==> config.mk <==
export PLATFORM = sky130hd
export DESIGN_NAME = reg_main_top
export DESIGN_NICKNAME = d
export VERILOG_FILES = /design/src/fifo_word_pkg.sv /design/src/main_reg_pkg.sv /design/src/config_regs.sv /design/src/read_path.sv /design/src/reg_decode.sv /design/src/reg_main_top.sv
export VERILOG_INCLUDE_DIRS = /design/src
export SDC_FILE = /design/constraint.sdc
export NUM_CORES = 1
export LEC_CHECK = 0
export ABC_AREA = 1
export BUFFER_PORTS_ARGS = -buffer_cell sky130_fd_sc_hd__buf_2
export CAP_MARGIN = 5
export CORE_ASPECT_RATIO = 1.75
export CORE_UTILIZATION = 30
export DETAILED_ROUTE_END_ITERATION = 10
export PLACE_DENSITY = 0.54
export SLEW_MARGIN = 0
export SYNTH_ARGS = -nofsm -noshare
export SYNTH_HDL_FRONTEND = slang
export SYNTH_SLANG_ARGS = --single-unit
export TNS_END_PERCENT = 5
==> constraint.sdc <==
create_clock -name cwusb_clk -period 7.8 [get_ports cwusb_clk]
set_input_delay 2.34 -clock cwusb_clk [delete_from_list [all_inputs] [get_ports cwusb_clk]]
set_output_delay 2.34 -clock cwusb_clk [all_outputs]
set_load 0.005 [all_outputs]
==> src/main_reg_params.svh <==
// Block select code, field widths, reset values and stream marker codes
`ifndef MAIN_REG_PARAMS_SVH
`define MAIN_REG_PARAMS_SVH

// Address bits 7:6 that select the main register block
`define MAIN_REG_SELECT 2'b00

`define MAIN_BYTECNT_WIDTH 7

// Trigger and capture fields
`define TRIG_TIME_WIDTH 24
`define CAPTURE_LEN_WIDTH 24
`define NUM_TRIG_WIDTH 4
`define NUM_TRIG_RESET 1

// Sniff FIFO word layout
`define FIFO_WORD_WIDTH 18
`define FIFO_STATUS_WIDTH 6
`define FIFO_STRM_EMPTY 8'h02
`define FIFO_CMD_STRM 2'b10

`endif

==> src/fifo_word_pkg.sv <==
// Sniff FIFO word and status types and front-end FIFO command enum
`include "main_reg_params.svh"

package fifo_word_pkg;

   typedef logic [`FIFO_WORD_WIDTH-1:0] fifo_word_t;

   typedef logic [`FIFO_STATUS_WIDTH-1:0] fifo_status_t;

   // Command in word bits 17:16
   typedef enum logic [1:0] {
      FIFO_CMD_DATA = 2'b00,
      FIFO_CMD_TIME = 2'b01,
      FIFO_CMD_STRM = `FIFO_CMD_STRM,
      FIFO_CMD_STAT = 2'b11
   } fifo_cmd_e;

endpackage

==> src/main_reg_pkg.sv <==
// Register map enum and configuration field types of the main register block
`include "main_reg_params.svh"

package main_reg_pkg;

   ///////////////////////////////
   // Register map
   ///////////////////////////////

   // Index in address bits 5:0
   typedef enum logic [5:0] {
      REG_FIFO_STAT      = 6'h03,
      REG_FIFO_RD        = 6'h04,
      REG_ARM            = 6'h05,
      REG_TRIGGER_ENABLE = 6'h07,
      REG_NUM_TRIGGERS   = 6'h08,
      REG_TRIGGER_DELAY  = 6'h09,
      REG_TRIGGER_WIDTH  = 6'h0a,
      REG_CAPTURE_LEN    = 6'h14
   } reg_addr_e;

   ///////////////////////////////
   // Configuration fields
   ///////////////////////////////

   typedef logic [`TRIG_TIME_WIDTH-1:0] trig_time_t;

   typedef logic [`CAPTURE_LEN_WIDTH-1:0] capture_len_t;

   typedef logic [`NUM_TRIG_WIDTH-1:0] num_trig_t;

endpackage

==> src/config_regs.sv <==
// Configuration registers, arm and capture-now control and their read-back byte
`timescale 1ns/1ps
`include "main_reg_params.svh"

module config_regs
   import main_reg_pkg::*;
(
   input  logic                          cwusb_clk,
   input  logic                          fpga_reset,
   input  logic                          sel_write,
   input  reg_addr_e                     reg_index,
   input  logic [`MAIN_BYTECNT_WIDTH-1:0] reg_bytecnt,
   input  logic [7:0]                    write_data,
   input  logic                          capture_enable_pulse,
   input  logic                          flushing,
   output logic                          arm,
   output logic                          reg_arm,
   output logic                          arm_pulse,
   output logic                          capture_now,
   output logic                          trigger_enable,
   output trig_time_t                    trigger_delay,
   output trig_time_t                    trigger_width,
   output num_trig_t                     num_triggers,
   output capture_len_t                  capture_len,
   output logic [7:0]                    cfg_rdata
);

   // Byte lanes in a multi-byte field
   localparam int FIELD_BYTES = `TRIG_TIME_WIDTH / 8;

   logic reg_arm_r;
   logic cap_req;
   logic cap_req_r;
   logic arm_wr;

   // Replace one byte lane, out of range lanes leave the field alone
   function automatic trig_time_t lane_write(input trig_time_t cur,
                                             input logic [`MAIN_BYTECNT_WIDTH-1:0] lane,
                                             input logic [7:0] data);
      trig_time_t res;
      res = cur;
      if (lane < FIELD_BYTES)
         res[lane*8 +: 8] = data;
      return res;
   endfunction

   function automatic logic [7:0] lane_read(input trig_time_t cur,
                                            input logic [`MAIN_BYTECNT_WIDTH-1:0] lane);
      logic [7:0] res;
      res = 8'h00;
      if (lane < FIELD_BYTES)
         res = cur[lane*8 +: 8];
      return res;
   endfunction

   assign arm_wr = sel_write && (reg_index == REG_ARM);

   ///////////////////////////////
   // Field writes
   ///////////////////////////////

   always_ff @(posedge cwusb_clk) begin
      if (fpga_reset) begin
         trigger_enable <= 1'b0;
         trigger_delay  <= '0;
         trigger_width  <= '0;
         num_triggers   <= num_trig_t'(`NUM_TRIG_RESET);
         capture_len    <= '0;
      end else if (sel_write) begin
         case (reg_index)
            REG_TRIGGER_ENABLE: trigger_enable <= write_data[0];
            REG_TRIGGER_DELAY:  trigger_delay <= lane_write(trigger_delay, reg_bytecnt, write_data);
            REG_TRIGGER_WIDTH:  trigger_width <= lane_write(trigger_width, reg_bytecnt, write_data);
            REG_NUM_TRIGGERS:   num_triggers <= write_data[`NUM_TRIG_WIDTH-1:0];
            REG_CAPTURE_LEN:    capture_len <= lane_write(capture_len, reg_bytecnt, write_data);
            default: ;
         endcase
      end
   end

   ///////////////////////////////
   // Arm control
   ///////////////////////////////

   always_ff @(posedge cwusb_clk) begin
      if (fpga_reset) begin
         reg_arm   <= 1'b0;
         reg_arm_r <= 1'b0;
         arm_pulse <= 1'b0;
         cap_req   <= 1'b0;
         cap_req_r <= 1'b0;
      end else begin
         // Arming write wins over a capture start in the same cycle
         if (arm_wr && write_data[0])
            reg_arm <= 1'b1;
         else if (capture_enable_pulse)
            reg_arm <= 1'b0;
         reg_arm_r <= reg_arm;
         arm_pulse <= reg_arm && !reg_arm_r;
         cap_req   <= arm_wr && write_data[1];
         cap_req_r <= cap_req;
      end
   end

   // Held off while the front end drains
   assign arm = reg_arm_r && !flushing;

   assign capture_now = cap_req && !cap_req_r;

   // Read-back byte
   always_comb begin
      case (reg_index)
         REG_ARM:            cfg_rdata = {7'b0, reg_arm};
         REG_TRIGGER_ENABLE: cfg_rdata = {7'b0, trigger_enable};
         REG_TRIGGER_DELAY:  cfg_rdata = lane_read(trigger_delay, reg_bytecnt);
         REG_TRIGGER_WIDTH:  cfg_rdata = lane_read(trigger_width, reg_bytecnt);
         REG_NUM_TRIGGERS:   cfg_rdata = {{(8-`NUM_TRIG_WIDTH){1'b0}}, num_triggers};
         REG_CAPTURE_LEN:    cfg_rdata = lane_read(capture_len, reg_bytecnt);
         default:            cfg_rdata = 8'h00;
      endcase
   end

endmodule

==> src/read_path.sv <==
// Read side: sniff FIFO read strobe, empty-read marker, byte select and read data register
`timescale 1ns/1ps
`include "main_reg_params.svh"

module read_path
   import main_reg_pkg::*;
   import fifo_word_pkg::*;
(
   input  logic                          cwusb_clk,
   input  logic                          fpga_reset,
   input  logic                          sel_read,
   input  logic                          first_read,
   input  reg_addr_e                     reg_index,
   input  logic [`MAIN_BYTECNT_WIDTH-1:0] reg_bytecnt,
   input  logic [7:0]                    cfg_rdata,
   input  fifo_word_t                    fifo_data,
   input  fifo_status_t                  fifo_status,
   input  logic                          fifo_empty,
   output logic                          fifo_read,
   output logic [7:0]                    read_data
);

   // Word returned while the stream has run dry
   localparam fifo_word_t STRM_EMPTY_WORD = {FIFO_CMD_STRM,
                                             {(`FIFO_WORD_WIDTH-10){1'b0}},
                                             `FIFO_STRM_EMPTY};

   logic         fifo_empty_r;
   logic         empty_read;
   fifo_word_t   fifo_word_r;
   fifo_word_t   word_sel;
   logic [1:0]   lane;
   logic         fifo_access;
   logic [7:0]   rdata_pre;
   logic [7:0]   status_byte;

   // FIFO register repeats every four bytes
   assign lane        = reg_bytecnt[1:0];
   assign fifo_access = sel_read && (reg_index == REG_FIFO_RD);
   assign status_byte = {{(8-`FIFO_STATUS_WIDTH){1'b0}}, fifo_status};

   ///////////////////////////////
   // FIFO pop and empty flag
   ///////////////////////////////

   // Pop on the first byte of a word burst
   assign fifo_read = first_read && (reg_index == REG_FIFO_RD) && (lane == 2'd0) &&
                      !fifo_empty_r && !empty_read;

   always_ff @(posedge cwusb_clk) begin
      if (fpga_reset) begin
         fifo_empty_r <= 1'b0;
         empty_read   <= 1'b0;
      end else begin
         fifo_empty_r <= fifo_empty;
         if (first_read && (reg_index == REG_FIFO_RD) && (lane == 2'd0) && fifo_empty_r)
            empty_read <= 1'b1;
         else if (fifo_access && (lane == 2'd3) && !fifo_empty_r)
            empty_read <= 1'b0;
      end
   end

   // Word held for the rest of the burst
   always_ff @(posedge cwusb_clk) begin
      if (fifo_read)
         fifo_word_r <= fifo_data;
   end

   assign word_sel = empty_read ? STRM_EMPTY_WORD : fifo_word_r;

   ///////////////////////////////
   // Byte select
   ///////////////////////////////

   always_comb begin
      rdata_pre = 8'h00;
      if (sel_read) begin
         case (reg_index)
            REG_FIFO_STAT: rdata_pre = status_byte;
            REG_FIFO_RD: begin
               case (lane)
                  2'd1:    rdata_pre = word_sel[7:0];
                  2'd2:    rdata_pre = word_sel[15:8];
                  2'd3:    rdata_pre = {fifo_status, word_sel[17:16]};
                  default: rdata_pre = 8'h00;
               endcase
            end
            default: rdata_pre = cfg_rdata;
         endcase
      end
   end

   // One cycle of read latency on the bus
   always_ff @(posedge cwusb_clk) begin
      if (fpga_reset) begin
         read_data <= 8'h00;
      end else begin
         read_data <= rdata_pre;
      end
   end

endmodule

==> src/reg_decode.sv <==
// Register bus decode: block select, register index and read burst start
`timescale 1ns/1ps
`include "main_reg_params.svh"

module reg_decode
   import main_reg_pkg::*;
(
   input  logic       cwusb_clk,
   input  logic       fpga_reset,
   input  logic [7:0] reg_address,
   input  logic       reg_addrvalid,
   input  logic       reg_read,
   input  logic       reg_write,
   output logic       sel_read,
   output logic       sel_write,
   output logic       first_read,
   output reg_addr_e  reg_index
);

   logic selected;
   logic reg_read_r;

   // Block hit on the upper address bits
   assign selected = reg_addrvalid && (reg_address[7:6] == `MAIN_REG_SELECT);

   assign sel_read  = selected && reg_read;
   assign sel_write = selected && reg_write;

   // Start of a read burst
   assign first_read = sel_read && !reg_read_r;

   assign reg_index = reg_addr_e'(reg_address[5:0]);

   always_ff @(posedge cwusb_clk) begin
      if (fpga_reset) begin
         reg_read_r <= 1'b0;
      end else begin
         reg_read_r <= reg_read;
      end
   end

endmodule

==> src/reg_main_top.sv <==
// Main register block top: bus decode, configuration registers and read path
`timescale 1ns/1ps
`include "main_reg_params.svh"

module reg_main_top
   import main_reg_pkg::*;
   import fifo_word_pkg::*;
(
   input  logic                          cwusb_clk,
   input  logic                          fpga_reset,
   // Host register bus
   input  logic [7:0]                    reg_address,
   input  logic [`MAIN_BYTECNT_WIDTH-1:0] reg_bytecnt,
   input  logic                          reg_addrvalid,
   input  logic                          reg_read,
   input  logic                          reg_write,
   input  logic [7:0]                    write_data,
   output logic [7:0]                    read_data,
   // Sniff FIFO
   input  fifo_word_t                    fifo_data,
   input  fifo_status_t                  fifo_status,
   input  logic                          fifo_empty,
   output logic                          fifo_read,
   // Capture front end
   input  logic                          capture_enable_pulse,
   input  logic                          flushing,
   output logic                          arm,
   output logic                          reg_arm,
   output logic                          arm_pulse,
   output logic                          capture_now,
   output capture_len_t                  capture_len,
   // Trigger generator
   output logic                          trigger_enable,
   output trig_time_t                    trigger_delay,
   output trig_time_t                    trigger_width,
   output num_trig_t                     num_triggers
);

   logic       sel_read;
   logic       sel_write;
   logic       first_read;
   reg_addr_e  reg_index;
   logic [7:0] cfg_rdata;

   reg_decode u_reg_decode (
      .cwusb_clk     (cwusb_clk),
      .fpga_reset    (fpga_reset),
      .reg_address   (reg_address),
      .reg_addrvalid (reg_addrvalid),
      .reg_read      (reg_read),
      .reg_write     (reg_write),
      .sel_read      (sel_read),
      .sel_write     (sel_write),
      .first_read    (first_read),
      .reg_index     (reg_index)
   );

   config_regs u_config_regs (
      .cwusb_clk            (cwusb_clk),
      .fpga_reset           (fpga_reset),
      .sel_write            (sel_write),
      .reg_index            (reg_index),
      .reg_bytecnt          (reg_bytecnt),
      .write_data           (write_data),
      .capture_enable_pulse (capture_enable_pulse),
      .flushing             (flushing),
      .arm                  (arm),
      .reg_arm              (reg_arm),
      .arm_pulse            (arm_pulse),
      .capture_now          (capture_now),
      .trigger_enable       (trigger_enable),
      .trigger_delay        (trigger_delay),
      .trigger_width        (trigger_width),
      .num_triggers         (num_triggers),
      .capture_len          (capture_len),
      .cfg_rdata            (cfg_rdata)
   );

   read_path u_read_path (
      .cwusb_clk   (cwusb_clk),
      .fpga_reset  (fpga_reset),
      .sel_read    (sel_read),
      .first_read  (first_read),
      .reg_index   (reg_index),
      .reg_bytecnt (reg_bytecnt),
      .cfg_rdata   (cfg_rdata),
      .fifo_data   (fifo_data),
      .fifo_status (fifo_status),
      .fifo_empty  (fifo_empty),
      .fifo_read   (fifo_read),
      .read_data   (read_data)
   );

endmodule

==> run metrics <==
status=finished clean; Startpoint Class=input pin; Fin. Hold Viols=0; Max Cap Viol=0; dpl hpwl=17.0 mm; die width=109 um; Internal Power=874 uW; Crit Path Class=in2out; WP data required=5460 ps; final period utilization=83.2%; Synth warnings=0; H-tree depth=3; pwr/cell area=162 nW/um2; worst-skew pair later-pin latency=360 ps; Bufs on Longest Clock Path=2; Placement Cell Area=6890 um2; drt wl/cell=17.2 um; I/O pins=145; Rows=68; first-pass GRT wire length=33.0 mm; CTS tree=done; GPL Wtd Cong=0.890; Setup Skew=10.6 ps; Yosys reg bits=111; WP data arrival=4150 ps; Die ar.=20600 um2; Max Freq=0.154 GHz; vias in the first global route=5942; total wire length=22.5 mm; Final #Nets=1114; count of cell types in the netlist=32; Post-Syn Nets=995; post-cts resize count=0; layout cells sized above 1=17.9%; leading cell type in the layout, fill and taps excluded=nand2_1; RSZ-0062 raised after global routing=false; maximum fanout along the worst path=28; largest net degree at the start of global routing=78; final-layout fill cell count=2188; leakage power=0.00374 uW; Reg area=2400 um2; Sw Ratio=25.2%; Vias/cell=4.92; Post-Syn Area=6000 um2; Sequential Power Share=49.8%; Area Overhead vs Synth=19.9%; fin crit period=6490 ps; setup TNS=0 ps; area occupied by multi-input gates=3030 um2; DR iter-0 viols=440; sequential-to-total area share from yosys stat=40.1%; Post-CTS Hold Buffers=0; design area=7190 um2; final-report max-slew violation count=0; worst rel slew slack=42.1%; IO buf count=144; GRT Residual Overflow=0; die height=189 um; setup bufs post-CTS=0; worst slack, placed=1330 ps; Clock Tree Root=clkbuf_16; First-pass DRT Iterations=6; Tot GR Track Use=21.8%; n_diodes=0; Clock Sinks=111; Crit. End Element=output pin; class of the worst hold path=reg2reg; Routed Antenna Nets=0; Mean Syn Cell Area=6.41 um2; total number of vias=6412; final setup vio count=0; combinational power share=9.2%; worst setup margin=1310 ps; commonest non-fill, non-tap cells in the layout=271 x nand2_1, 199 x nor2_1, 144 x buf_2, 93 x inv_1, 93 x dfxtp_1; Syn Inst Count=935; total CTS buffers=9; Psw=294 uW; Initial Util=30.5%; Clk pin slew, worst setup/hold paths=70 ps; initial antenna violation count=0; VDD IR-drop max=0.0938 mV; Hold WS=420 ps; clock power share=41.0%; area of the core=19700 um2; residual DRC count=0; Worst Max-Slew Pin Slew=868 ps
-- cells by family after synthesis --
| kind of cell | Yosys count | synth area share (%) |
|---|---|---|
| and+or+nand+nor | 610 | 43.5 |
| adders and majority gates | 5 | 1.04 |
| xor gates and xnor gates | 1 | 0.146 |
| AOI/OAI and AO/OA | 65 | 5.74 |
| DFF | 111 | 40.1 |
| buffers and inverters | 143 | 9.49 |
-- cell usage after synthesis (all sizes together) --
cell    instances  area share, %
o21ai          35            3.0
inv           101            6.3
nand3          69            6.2
edfxtp         18            9.0
o21a            3           0.38
a311oi          1           0.15
nor4            1           0.10
nand3b          1           0.13
dfxtp          93             31
o22ai           1           0.10
a21oi          24            2.0
and3            1           0.10
ha              5            1.0
o31ai           1           0.13
nand2         272             17
clkbuf         16            1.0
buf            26            2.2
nand4          51            5.3
nor2          206             13
xor2            1           0.15
nor3            9            1.1
-- critical path, stage by stage --
cell and delay, ps:
buf_2 450, inv_1 370, ha_1 330, inv_1 120
nor2_1 50, nand2_1 70, nor2_1 40, buf_4 210
buf_2 150
-- layout make-up --
type | count | area share [%]
multi-input cells | 681 | 42.2
flip-flops and latches | 111 | 33.4
repair buffers | 150 | 10.6
inverters | 101 | 5.27
well taps | 245 | 4.26
clock buffers | 12 | 3.48
clock inverters | 4 | 0.748
-- state kept, by name (all words and copies together) (netlist names) --
name and flops:
u_read_path.empty_read 1, u_read_path.read_data 8, u_config_regs.cap_req_r 1, u_config_regs.trigger_delay 24
u_config_regs.arm_pulse 1, u_config_regs.reg_arm_r 1, u_config_regs.cap_req 1, u_config_regs.num_triggers 4
u_config_regs.reg_arm 1, u_config_regs.trigger_enable 1, u_config_regs.trigger_width 24, u_reg_decode.reg_read_r 1
u_config_regs.capture_len 24, u_read_path.fifo_empty_r 1, u_read_path.fifo_word_r 18
-- per-stage QoR --
step	cells	util (%)	power, uW
final	1304	36.6	1170
after global placement	1288	35.0	701
after floorplan	935	-	662
after CTS	1304	36.6	1180
after detailed placement	1288	35.0	701
after global routing	1304	36.6	1220
-- power by group through the flow --
stage               clock network, uW  logic, uW  registers, uW
global route                      516        118            581
CTS                               492        107            581
detailed placement                  0        106            595
global placement                    0        106            595
floorplan                           0       67.7            595
finish                            479        108            581
-- final timing paths --
kind,start,endpoint,slack [ps],cells after the start
worst max register to register,u_read_path.empty_read,u_read_path.read_data[5],6300,7
worst min-delay path,u_config_regs.reg_arm_r,u_config_regs.arm_pulse,420,1
worst min register to register,u_config_regs.reg_arm_r,u_config_regs.arm_pulse,420,1
worst max-delay path,reg_bytecnt[1],fifo_read,1310,9
-- metal layers --
| metal | part of all wire (%) | vias to the layer above | GRT usage [%] |
|---|---|---|---|
| met3 | 4.1 | 64 | 2.10 |
| li1 | - | 3203 | - |
| met1 | 36 | 2913 | 22.3 |
| met2 | 54 | 232 | 40.9 |
| met4 | 6.0 | 0 | 13.8 |
| met5 | 0 | - | 0 |
Power figures use the tool's default switching activity.
